[src/hdl/beam_params.svh]
//################################################
// widths, counts and scaling for the beamformer
// include wherever a width or count is needed
//################################################
`ifndef BEAM_PARAMS_SVH
`define BEAM_PARAMS_SVH

// one real or imaginary part of a sample
`define BEAM_SAMPLE_WIDTH 16
// one real or imaginary part of a channel weight
`define BEAM_WEIGHT_WIDTH 8
// complex samples per channel in each beat
`define BEAM_SAMPLES 4
// antenna channels summed into the beam
`define BEAM_CHANNELS 4
// a weight counts in units of 1/256, so each product drops this many bits
`define BEAM_WEIGHT_SHIFT 8

// AXI4-Lite register bus, one word per channel weight
`define BEAM_AXIL_ADDR_WIDTH 4
`define BEAM_AXIL_DATA_WIDTH 32

`endif

[src/hdl/beam_pkg.sv]
//################################################
// shared datapath types for the beamformer
// modules name these through beam_pkg in ports
//################################################
`include "beam_params.svh"

package beam_pkg;

    // one signed real or imaginary part
    typedef logic signed [`BEAM_SAMPLE_WIDTH-1:0] sample_t;

    // one signed weight part
    typedef logic signed [`BEAM_WEIGHT_WIDTH-1:0] weight_t;

    // full width of a sample times a weight, before scaling
    typedef logic signed [`BEAM_SAMPLE_WIDTH+`BEAM_WEIGHT_WIDTH-1:0] product_t;

    // the real or the imaginary parts of one channel (or the beam) for one beat
    typedef sample_t [`BEAM_SAMPLES-1:0] beat_t;

    // the same parts for every channel at once, channel 0 in the low bits
    typedef beat_t [`BEAM_CHANNELS-1:0] chan_beat_t;

    // one weight part per channel
    typedef weight_t [`BEAM_CHANNELS-1:0] weight_bank_t;

endpackage

[src/hdl/weight_regs.sv]
//################################################
// AXI4-Lite register block for the channel weights
// word n holds channel n: imag in 15..8, real in 7..0
// weights drive the multipliers continuously
//################################################
`include "beam_params.svh"

module weight_regs (
    input  logic                                clock,
    input  logic                                resetn,
    input  logic [`BEAM_AXIL_ADDR_WIDTH-1:0]    s_axil_awaddr,
    input  logic                                s_axil_awvalid,
    output logic                                s_axil_awready,
    input  logic [`BEAM_AXIL_DATA_WIDTH-1:0]    s_axil_wdata,
    input  logic [`BEAM_AXIL_DATA_WIDTH/8-1:0]  s_axil_wstrb,
    input  logic                                s_axil_wvalid,
    output logic                                s_axil_wready,
    output logic [1:0]                          s_axil_bresp,
    output logic                                s_axil_bvalid,
    input  logic                                s_axil_bready,
    input  logic [`BEAM_AXIL_ADDR_WIDTH-1:0]    s_axil_araddr,
    input  logic                                s_axil_arvalid,
    output logic                                s_axil_arready,
    output logic [`BEAM_AXIL_DATA_WIDTH-1:0]    s_axil_rdata,
    output logic [1:0]                          s_axil_rresp,
    output logic                                s_axil_rvalid,
    input  logic                                s_axil_rready,
    output beam_pkg::weight_bank_t              w_re,
    output beam_pkg::weight_bank_t              w_im
);

    // byte distance between consecutive channel words
    localparam int WORD_BYTES = `BEAM_AXIL_DATA_WIDTH / 8;

    logic write_take;
    logic read_take;

    // a write needs address and data together and no response still waiting
    assign write_take = s_axil_awvalid && s_axil_wvalid && !s_axil_bvalid;
    assign read_take  = s_axil_arvalid && !s_axil_rvalid;

    assign s_axil_awready = write_take;
    assign s_axil_wready  = write_take;
    assign s_axil_arready = read_take;

    // every access completes, unmapped ones included
    assign s_axil_bresp = 2'b00;
    assign s_axil_rresp = 2'b00;

    always_ff @(posedge clock) begin
        if (!resetn) begin
            w_re          <= '0;
            w_im          <= '0;
            s_axil_bvalid <= 1'b0;
        end else begin
            if (write_take) begin
                // only an exact word address selects a channel, anything else is dropped
                for (int c = 0; c < `BEAM_CHANNELS; c++) begin
                    if (s_axil_awaddr == c * WORD_BYTES) begin
                        if (s_axil_wstrb[0]) begin
                            w_re[c] <= s_axil_wdata[`BEAM_WEIGHT_WIDTH-1:0];
                        end
                        if (s_axil_wstrb[1]) begin
                            w_im[c] <= s_axil_wdata[2*`BEAM_WEIGHT_WIDTH-1:`BEAM_WEIGHT_WIDTH];
                        end
                    end
                end
                s_axil_bvalid <= 1'b1;
            end else if (s_axil_bready) begin
                s_axil_bvalid <= 1'b0;
            end
        end
    end

    // the response flag holds until the master takes the data
    always_ff @(posedge clock) begin
        if (!resetn) begin
            s_axil_rvalid <= 1'b0;
        end else if (read_take) begin
            s_axil_rvalid <= 1'b1;
        end else if (s_axil_rready) begin
            s_axil_rvalid <= 1'b0;
        end
    end

    // readback data only changes when a new read is taken
    always_ff @(posedge clock) begin
        if (read_take) begin
            s_axil_rdata <= '0;
            for (int c = 0; c < `BEAM_CHANNELS; c++) begin
                if (s_axil_araddr == c * WORD_BYTES) begin
                    // upper bits fill with zero from the unsigned concatenation
                    s_axil_rdata <= {w_im[c], w_re[c]};
                end
            end
        end
    end

endmodule

[config.mk]
export PLATFORM = sky130hd
export DESIGN_NAME = weight_regs
export DESIGN_NICKNAME = d
export VERILOG_FILES = /design/src/hdl/beam_pkg.sv /design/src/hdl/weight_regs.sv
export VERILOG_INCLUDE_DIRS = /design/src /design/src/hdl
export SDC_FILE = /design/constraint.sdc
export NUM_CORES = 1
export LEC_CHECK = 0
export ABC_AREA = 1
export BUFFER_PORTS_ARGS = -buffer_cell sky130_fd_sc_hd__buf_2
export CAP_MARGIN = 10
export CORE_ASPECT_RATIO = 0.8
export CORE_MARGIN = 8
export CORE_UTILIZATION = 35
export DETAILED_ROUTE_END_ITERATION = 16
export PLACE_DENSITY_LB_ADDON = 0.1
export SLEW_MARGIN = 10
export SYNTH_ARGS = -nofsm -noshare
export SYNTH_HDL_FRONTEND = slang
export SYNTH_SLANG_ARGS = --single-unit
[constraint.sdc]
create_clock -name clock -period 4.1 [get_ports clock]
set_clock_uncertainty 0.1 [all_clocks]
set_input_delay 0.615 -clock clock [delete_from_list [all_inputs] [get_ports clock]]
set_output_delay 0.615 -clock clock [all_outputs]
set_load 0.005 [all_outputs]
==> results.json <==
{
  "p_per_area_nw_per_um2": 356,
  "io_pins": 156,
  "yosys-top-cells-area": "dfxtp_1 (33%), nand3_1 (15%), nor2_1 (12%)",
  "ir_worst_vdd_mv": 0.169,
  "viasPerCell": 4.85,
  "cp_slowest_cell": "buf_4",
  "worst_pin_slew_ns": 0.924,
  "floorplan.rows": 35,
  "power_mw": 1.71,
  "first_pass_iters": 5,
  "cp_common_cell": "nand2_1",
  "die_w_um": 136,
  "io_buffers": 117,
  "root_buffer": "clkbuf_16",
  "maxCapViolCount": 0,
  "fin_nets": 689,
  "grt-ovfl-total": 0,
  "core_area_um2": 11400,
  "critPathTopFamily": "simple AND/OR/NAND/NOR gates",
  "crit_type": "in2reg",
  "gp_congestion": 0.800,
  "cts_buffer_depth": 2,
  "avgSynthCellArea_um2": 7.61,
  "numCtsBuffers": 9,
  "wl_mm": 13.5,
  "hold-worst-slack_ns": 0.403,
  "postCtsSetupBuffers": 0,
  "multi_input_area_um2": 1850,
  "final_area_um2": 4820,
  "hold_violations": 0,
  "clock.fmax_mhz": 508,
  "synth_cell_types": 24,
  "path_buf_inv": 2,
  "netlist.area_leader.share": 0.326,
  "yosys_register_bits": 82,
  "start_util": 0.356,
  "hold_buffers": 0,
  "grt_pass1_vias": 3495,
  "grt_pass1_wl_mm": 20.5,
  "hold_path.class": "reg2reg",
  "syn_area_um2": 4050,
  "min_period_over_period": 0.480,
  "yosys.area.top_type": "dfxtp_1",
  "run_status": "complete, no violations",
  "ys.warnings.count": 0,
  "insertedDiodeCount": 0,
  "end_kind": "flop",
  "crit_chain": "buf_2 -> nor2_4 -> buf_4 -> nand2_1 -> nor2_2 -> nand2_1 -> nand4_1",
  "drive_above_1_share": 0.252,
  "crit_path_start_kind": "input port",
  "startpoint": "s_axil_araddr[1]",
  "dieArea_um2": 15300,
  "crit_arrival_ns": 2.05,
  "clock-sinks": 82,
  "rsz0062_at_grt": "no",
  "seqCellArea_um2": 1800,
  "cts_resized": 0,
  "synthCells": 533,
  "dpl_cell_area_um2": 4560,
  "clkSlewWorstSetupHoldPaths_ns": 0.06,
  "hold_start": "w_im[17]",
  "final_cell_mix": "nor2_1 (133), nand3_1 (119), buf_2 (117), nand2_1 (80), dfxtp_1 (66)",
  "cp_max_fo": 55,
  "grt_max_degree": 56,
  "grtUsageTotal": 0.174,
  "chipHeight_um": 112,
  "slew_headroom": 0.383,
  "yosysSeqAreaShare": 0.444,
  "drc": 0,
  "wl_per_cell_um": 17.0,
  "setup_viol": 0,
  "ant_nets": 0,
  "cts_tree": "yes",
  "vias": 3840,
  "htree_levels": 3,
  "tns_ns": 0,
  "drv_slew": 0,
  "place_hpwl_mm": 9.82,
  "drt_iter0_markers": 344,
  "cpPeakStageDelay_ns": 0.44,
  "period_needed_ns": 1.97,
  "post-route-util": 0.423,
  "antenna_found_initial": 0,
  "fillers": 1218,
  "r2r-start": "s_axil_bvalid",
  "crit_required_ns": 4.18,
  "layout_commonest_cell": "nor2_1",
  "syn2layout_area_growth_pct": 18.9,
  "p_leak_nw": 2.21,
  "clk_latency_ns": 0.33
}
## metal layers
metal / routed length, um / GRT usage
met2: 5840 / 0.253
met5: 0 / 0
met1: 6360 / 0.245
met3: 1160 / 0.0438
met4: 130 / 0.0562
## final timing paths
| path | to | slack (ns) | depth (start not counted) |
|---|---|---|---|
| setup reg to reg | w_im[14] | 2.41 | 6 |
| hold reg to reg | w_im[17] | 0.40 | 2 |
| setup / recovery | s_axil_rdata[8] | 2.13 | 7 |
| hold / removal | w_im[17] | 0.40 | 2 |
## where the power goes
group | switching [mW] | leakage [nW] | internal [mW]
Sequential | 0.00677 | 0.693 | 0.835
Clock | 0.316 | 0.126 | 0.405
Combinational | 0.108 | 1.39 | 0.0447
## per-stage QoR
stage | cells | setup WS [ns]
global placement | 775 | 1.81
CTS | 791 | 2.14
floorplan | 552 | 1.96
finish | 791 | 2.13
detailed placement | 775 | 1.79
global route | 791 | 2.00
## registers in the layout, summed over array words and instances, names as in the netlist
name	count
w_re	32
w_im	32
s_axil_rvalid	1
s_axil_bvalid	1
s_axil_rdata	16
## logic make-up after synthesis
logic type | synth area share
DFF | 0.444
and+or+nand+nor | 0.434
AOI/OAI and AO/OA | 0.00309
other | 0.000925
buffers and inverters | 0.118
## synth_stat cells (all sizes together)
master / n
o21a: 1
nand2: 81
nand3: 123
o21ai: 1
nor2: 150
and2: 1
edfxtp: 16
buf: 38
inv: 29
nand4: 18
clkbuf: 8
dfxtp: 66
conb: 1
## worst min-delay path: cells and delay by family (launching register included)
family,cells,cell delay [ns]
flip-flops,1,0.32
AND/OR/NAND/NOR,2,0.15
## area by class of cell
type                    count  share of cell area
clock buffers              10              0.0475
multi-input cells         395               0.383
clock inverters             6             0.00701
flip-flops and latches     82               0.374
inverters                  29              0.0226
well taps                 148              0.0384
repair buffers            121               0.128
Power figures use the tool's default switching activity.
