--- src/hdl/beam_params.svh ---
//################################################
// widths, counts and scaling for the beamformer
// include wherever a width or count is needed
//################################################
`ifndef BEAM_PARAMS_SVH
`define BEAM_PARAMS_SVH

// one real or imaginary part of a sample
`define BEAM_SAMPLE_WIDTH 16
// one real or imaginary part of a channel weight
`define BEAM_WEIGHT_WIDTH 8
// complex samples per channel in each beat
`define BEAM_SAMPLES 4
// antenna channels summed into the beam
`define BEAM_CHANNELS 4
// a weight counts in units of 1/256, so each product drops this many bits
`define BEAM_WEIGHT_SHIFT 8

// AXI4-Lite register bus, one word per channel weight
`define BEAM_AXIL_ADDR_WIDTH 4
`define BEAM_AXIL_DATA_WIDTH 32

`endif

--- src/hdl/beam_pkg.sv ---
//################################################
// shared datapath types for the beamformer
// modules name these through beam_pkg in ports
//################################################
`include "beam_params.svh"

package beam_pkg;

    // one signed real or imaginary part
    typedef logic signed [`BEAM_SAMPLE_WIDTH-1:0] sample_t;

    // one signed weight part
    typedef logic signed [`BEAM_WEIGHT_WIDTH-1:0] weight_t;

    // full width of a sample times a weight, before scaling
    typedef logic signed [`BEAM_SAMPLE_WIDTH+`BEAM_WEIGHT_WIDTH-1:0] product_t;

    // the real or the imaginary parts of one channel (or the beam) for one beat
    typedef sample_t [`BEAM_SAMPLES-1:0] beat_t;

    // the same parts for every channel at once, channel 0 in the low bits
    typedef beat_t [`BEAM_CHANNELS-1:0] chan_beat_t;

    // one weight part per channel
    typedef weight_t [`BEAM_CHANNELS-1:0] weight_bank_t;

endpackage

--- src/hdl/beam_combiner.sv ---
//################################################
// stream control and channel sum for the beamformer
// owns the pipeline enable and the valid/last shift
// the channel sum lands in the output register
//################################################
`include "beam_params.svh"

module beam_combiner (
    input  logic                 clock,
    input  logic                 resetn,
    input  beam_pkg::chan_beat_t chan_re,
    input  beam_pkg::chan_beat_t chan_im,
    input  logic                 s_tvalid,
    input  logic                 s_tlast,
    input  logic                 m_tready,
    output logic                 s_tready,
    output logic                 enable,
    output beam_pkg::beat_t      m_tdata_re,
    output beam_pkg::beat_t      m_tdata_im,
    output logic                 m_tvalid,
    output logic                 m_tlast
);
    import beam_pkg::*;

    logic  take;
    logic  valid_s1;
    logic  valid_s2;
    logic  last_s1;
    logic  last_s2;
    beat_t sum_re;
    beat_t sum_im;

    // the whole pipeline moves unless a finished beat is waiting at the output
    assign enable   = !m_tvalid || m_tready;
    assign s_tready = enable;
    assign take     = s_tvalid && s_tready;

    // sum across channels wraps at sample width
    always_comb begin
        for (int s = 0; s < `BEAM_SAMPLES; s++) begin
            sum_re[s] = '0;
            sum_im[s] = '0;
            for (int c = 0; c < `BEAM_CHANNELS; c++) begin
                sum_re[s] = sum_re[s] + chan_re[c][s];
                sum_im[s] = sum_im[s] + chan_im[c][s];
            end
        end
    end

    // valid and last follow the data through all three stages
    always_ff @(posedge clock) begin
        if (!resetn) begin
            valid_s1 <= 1'b0;
            valid_s2 <= 1'b0;
            m_tvalid <= 1'b0;
            last_s1  <= 1'b0;
            last_s2  <= 1'b0;
            m_tlast  <= 1'b0;
        end else if (enable) begin
            valid_s1 <= take;
            valid_s2 <= valid_s1;
            m_tvalid <= valid_s2;
            last_s1  <= s_tlast;
            last_s2  <= last_s1;
            m_tlast  <= last_s2;
        end
    end

    // stage 3, a bubble may load here but m_tvalid stays low for it
    always_ff @(posedge clock) begin
        if (enable) begin
            m_tdata_re <= sum_re;
            m_tdata_im <= sum_im;
        end
    end

endmodule

--- config.mk ---
export PLATFORM = sky130hd
export DESIGN_NAME = beam_combiner
export DESIGN_NICKNAME = d
export VERILOG_FILES = /design/src/hdl/beam_pkg.sv /design/src/hdl/beam_combiner.sv
export VERILOG_INCLUDE_DIRS = /design/src /design/src/hdl
export SDC_FILE = /design/constraint.sdc
export NUM_CORES = 1
export LEC_CHECK = 0
export ABC_CLOCK_PERIOD_IN_PS = 8700
export BUFFER_PORTS_ARGS = -buffer_cell sky130_fd_sc_hd__buf_2
export CAP_MARGIN = 20
export CORE_AREA = 2 2 253 255
export DETAILED_ROUTE_END_ITERATION = 7
export DIE_AREA = 0 0 255 257
export HOLD_SLACK_MARGIN = 0.12
export PLACE_DENSITY = 0.55
export SYNTH_ARGS = -nofsm -noshare
export SYNTH_HDL_FRONTEND = slang
export SYNTH_SLANG_ARGS = --single-unit
--- constraint.sdc ---
create_clock -name clock -period 8.7 [get_ports clock]
set_input_delay 1.74 -clock clock [delete_from_list [all_inputs] [get_ports clock]]
set_output_delay 1.74 -clock clock [all_outputs]
set_load 0.01 [all_outputs]
==> run summary <==
## STA
• number of failing setup endpoints in the final timing report: 0
• final number of max-transition violations: 0
• RSZ-0062 raised after global routing: no
• Max Fclk: 0.192 GHz
• shortest clock period the worst path allows after layout: 5.20 ns
• hold violation total from the final report: 0
• Fin Clk Skew: 0.0103 ns
• sum of negative setup slack: 0 ns
• final period utilization: 59.8%
• Worst Max-Slew Pin Slew: 0.873 ns
• relative slew slack: 41.7%

## Final layout
• net count reported at finish: 3266
• final cell utilization of the core: 34.2%
• Layout Cell Area excl Fill: 21500 µm²
• fraction of final layout cells with drive strength greater than 1: 28.8%
• area used by multi-input combinational logic: 10200 µm²
• area grow syn2layout: 29.3%
• post-route non-filler standard cell count: 3249
• Register Area: 3960 µm²
• fill count: 6570

## Power
• total leakage power: 11.9 nW
• sum of internal, switching and leakage power: 4.81 mW
• maximum resistive drop on vdd: 0.0811 mV
• power density over cell area: 224 nW/µm²

## Die
• initial standard-cell utilization of the core: 26.5%
• Top Ports: 649
• area of the core: 62700 µm²
• Die Footprint: 65500 µm²
• Die H: 257 µm
• Die W: 255 µm
• number of standard-cell rows in the floorplan: 92

## Synthesis
• count of warnings emitted by yosys: 0
• sequential area share after synthesis: 23.9%
• count of mapped cells out of synthesis: 1726
• area fraction of the dominant cell type after synthesis: 28.9%
• post-synthesis area per instance: 9.63 µm²
• syn_nets: 2603
• share of async-settable or async-resettable flops after synthesis: 0%
• FF+latch count, synth: 134
• top_reg_cell synth: sky130_fd_sc_hd__edfxtp_1
• most frequent cells after synthesis: 658 x sky130_fd_sc_hd__inv_1, 240 x sky130_fd_sc_hd__fa_1, 128 x sky130_fd_sc_hd__edfxtp_1, 120 x sky130_fd_sc_hd__ha_1, 102 x sky130_fd_sc_hd__xnor2_1
• area of the mapped netlist: 16600 µm²
• Area contributors post-synth: sky130_fd_sc_hd__fa_1 29%, sky130_fd_sc_hd__edfxtp_1 23%, sky130_fd_sc_hd__inv_1 15%, sky130_fd_sc_hd__ha_1 9.0%, sky130_fd_sc_hd__xnor2_1 5.4%
• Post-synth EDFFs: 128
• cell taking the most area after synthesis: sky130_fd_sc_hd__fa_1
• most numerous cell in the Yosys netlist: sky130_fd_sc_hd__inv_1
• Cell variety after synth: 52

## Detailed routing
• drt via density: 4.07
• residual DRC count: 0
• first-pass detailed-route iteration total: 5
• remaining antenna violation count: 0
• Iteration-0 DRC Markers: 483
• drt wl/cell: 14.6 µm
• vias after detailed routing: 13226
• overall routed net length: 47.4 mm

## Placement
• number of I/O port buffers: 648
• Post-Place Cells: 3216
• gpl congestion: 0.869
• HPWL after detailed placement: 42.1 mm
• cell area reported after detailed placement: 20900 µm²

## Critical path
• cell class contributing the biggest share of worst-path delay: buffers and inverters
• Crit. End Element: primary output
• launching element of the worst setup path: m_tready
• reg-to-reg setup timing slack: 6.57 ns
• max incr delay on CP: 0.67 ns
• Worst Path Required: 6.96 ns
• depth of the critical timing path with buffers and inverters included: 5
• critical register-to-register path startpoint: m_tvalid$_SDFFE_PN0N_
• Worst setup SP type: input port
• ordered cell list for the critical path: buf_2, nor2b_1, inv_6, buf_4, buf_2
• RR Endpoint: m_tdata_re[61]$_DFFE_PN_
• reg2reg path depth: 3
• data arrival at the endpoint of the critical path: 3.46 ns
• critical path endpoint: s_tready
• Slowest cell on crit path: sky130_fd_sc_hd__nor2b_1
• largest fanout on the critical path: 55
• dominant cell type by count on the critical path: sky130_fd_sc_hd__buf_2
• category of the critical setup timing path: input port to primary output
• count of buffer and inverter cells on the critical path: 4

## Run status
• run status: finished, final reports clean

## Global route
• total overflow reported by the global router: 0
• initial antenna violation count: 2
• vias in the first global route: 13682
• first-pass GRT wire length: 72.5 mm
• pin count of the biggest net entering global routing: 58
• global-route usage over all layers: 14.7%

## Hold path
• type of the worst min-delay path: flip-flop to flip-flop
• Hold Path Depth: 1

## Clocking
• clock edge transition at the registers on the reported setup and hold paths: 0.06 ns
• CTS root buffer: sky130_fd_sc_hd__clkbuf_16
• number of buffers created by CTS: 17
• clock tree from TritonCTS: built
• CTS Hold Bufs: 0
• largest buffer count on any clock path: 2
• number of buffers inserted to repair setup after CTS: 0
• number of resized instances in the post-cts repair step: 0
• Clock H-tree levels: 4
• clock latency at the later pin of the worst-skew pair: 0.47 ns
• count of clock tree sinks: 134

## Flow run
• maxcap violations: 0

## registers in the layout, indices dropped and copies added, names as in the netlist
signal,count
valid_s1,1
m_tdata_im,64
last_s2,1
m_tlast,1
m_tdata_re,64
last_s1,1
m_tvalid,1
valid_s2,1
## layout make-up
cell class              instances  area share [%]
clock buffers                  22            2.31
inverters                     658            11.5
flip-flops and latches        134            18.5
multi-input cells             928            47.3
well taps                     846            4.93
clock inverters                10           0.315
diodes                          1          0.0117
repair buffers                650            15.2
## worst register-to-register path, cell delays in order, from the launching register on
cell and delay (ns):
sky130_fd_sc_hd__dfxtp_1 0.32, sky130_fd_sc_hd__nor2b_1 0.70, sky130_fd_sc_hd__inv_6 0.22, sky130_fd_sc_hd__buf_4 0.43
## report_power, final
group	switching, mW	leakage (nW)	total [mW]	internal [mW]
combinational	1.63	10.2	2.87	1.24
sequential	0.0696	1.39	1.22	1.15
clock	0.313	0.285	0.718	0.405
## cell families (layout without fill, tap and decap cells)
family          after synthesis  after routing  share of synthesized area [%]
flops                       134            134                           23.9
buf+inv                     664           1340                           15.0
simple gates                153            153                           4.45
xor+xnor                    129            129                           6.80
fa+ha+maj                   360            360                           38.0
mux                           9              9                          0.542
other cells                   0              1                              0
compound gates              277            277                           11.4
## worst min path at each step
stage,from,to
global placement,valid_s2$_SDFFE_PN0N_,m_tvalid$_SDFFE_PN0N_
finish,valid_s2$_SDFFE_PN0N_,m_tvalid$_SDFFE_PN0N_
CTS,valid_s2$_SDFFE_PN0N_,m_tvalid$_SDFFE_PN0N_
detailed placement,valid_s2$_SDFFE_PN0N_,m_tvalid$_SDFFE_PN0N_
global route,valid_s2$_SDFFE_PN0N_,m_tvalid$_SDFFE_PN0N_
floorplan,valid_s2$_SDFFE_PN0N_,m_tvalid$_SDFFE_PN0N_
## routing by layer
| metal | vias to the layer above | wire length, µm | GRT usage (%) |
|---|---|---|---|
| met5 | - | 13 | 0 |
| met4 | 2 | 1260 | 5.18 |
| met3 | 57 | 3220 | 3.93 |
| met2 | 387 | 23400 | 25.4 |
| met1 | 6161 | 19500 | 17.3 |
| li1 | 6619 | - | - |
## placed cells by master, fill, tap and decap left out, types with 9 or more instances in the layout
cell type	count
sky130_fd_sc_hd__inv_1	657
sky130_fd_sc_hd__buf_2	648
sky130_fd_sc_hd__fa_1	240
sky130_fd_sc_hd__edfxtp_1	128
sky130_fd_sc_hd__ha_1	120
sky130_fd_sc_hd__xnor2_1	102
sky130_fd_sc_hd__a21oi_1	63
sky130_fd_sc_hd__nor2_1	49
sky130_fd_sc_hd__a21o_1	46
sky130_fd_sc_hd__o21ai_0	45
sky130_fd_sc_hd__nand2_1	35
sky130_fd_sc_hd__xor2_1	27
sky130_fd_sc_hd__a211oi_1	24
sky130_fd_sc_hd__o21a_1	20
sky130_fd_sc_hd__clkbuf_16	19
sky130_fd_sc_hd__nor2b_1	14
sky130_fd_sc_hd__a31oi_1	11
sky130_fd_sc_hd__nand2b_1	10
sky130_fd_sc_hd__nor3_1	10
sky130_fd_sc_hd__nand4_1	9
sky130_fd_sc_hd__mux2i_1	9
## stage by stage
| stage | setup WS [ns] | hold slack, ns |
|---|---|---|
| 2_1_floorplan | 2.00 | 0.440 |
| 3_3_place_gp | 3.08 | 0.454 |
| 3_5_place_dp | 3.11 | 0.454 |
| 4_1_cts | 3.43 | 0.477 |
| 5_1_grt | 3.33 | 0.495 |
| 6_report | 3.50 | 0.471 |
(Power assumes the default switching activity.)
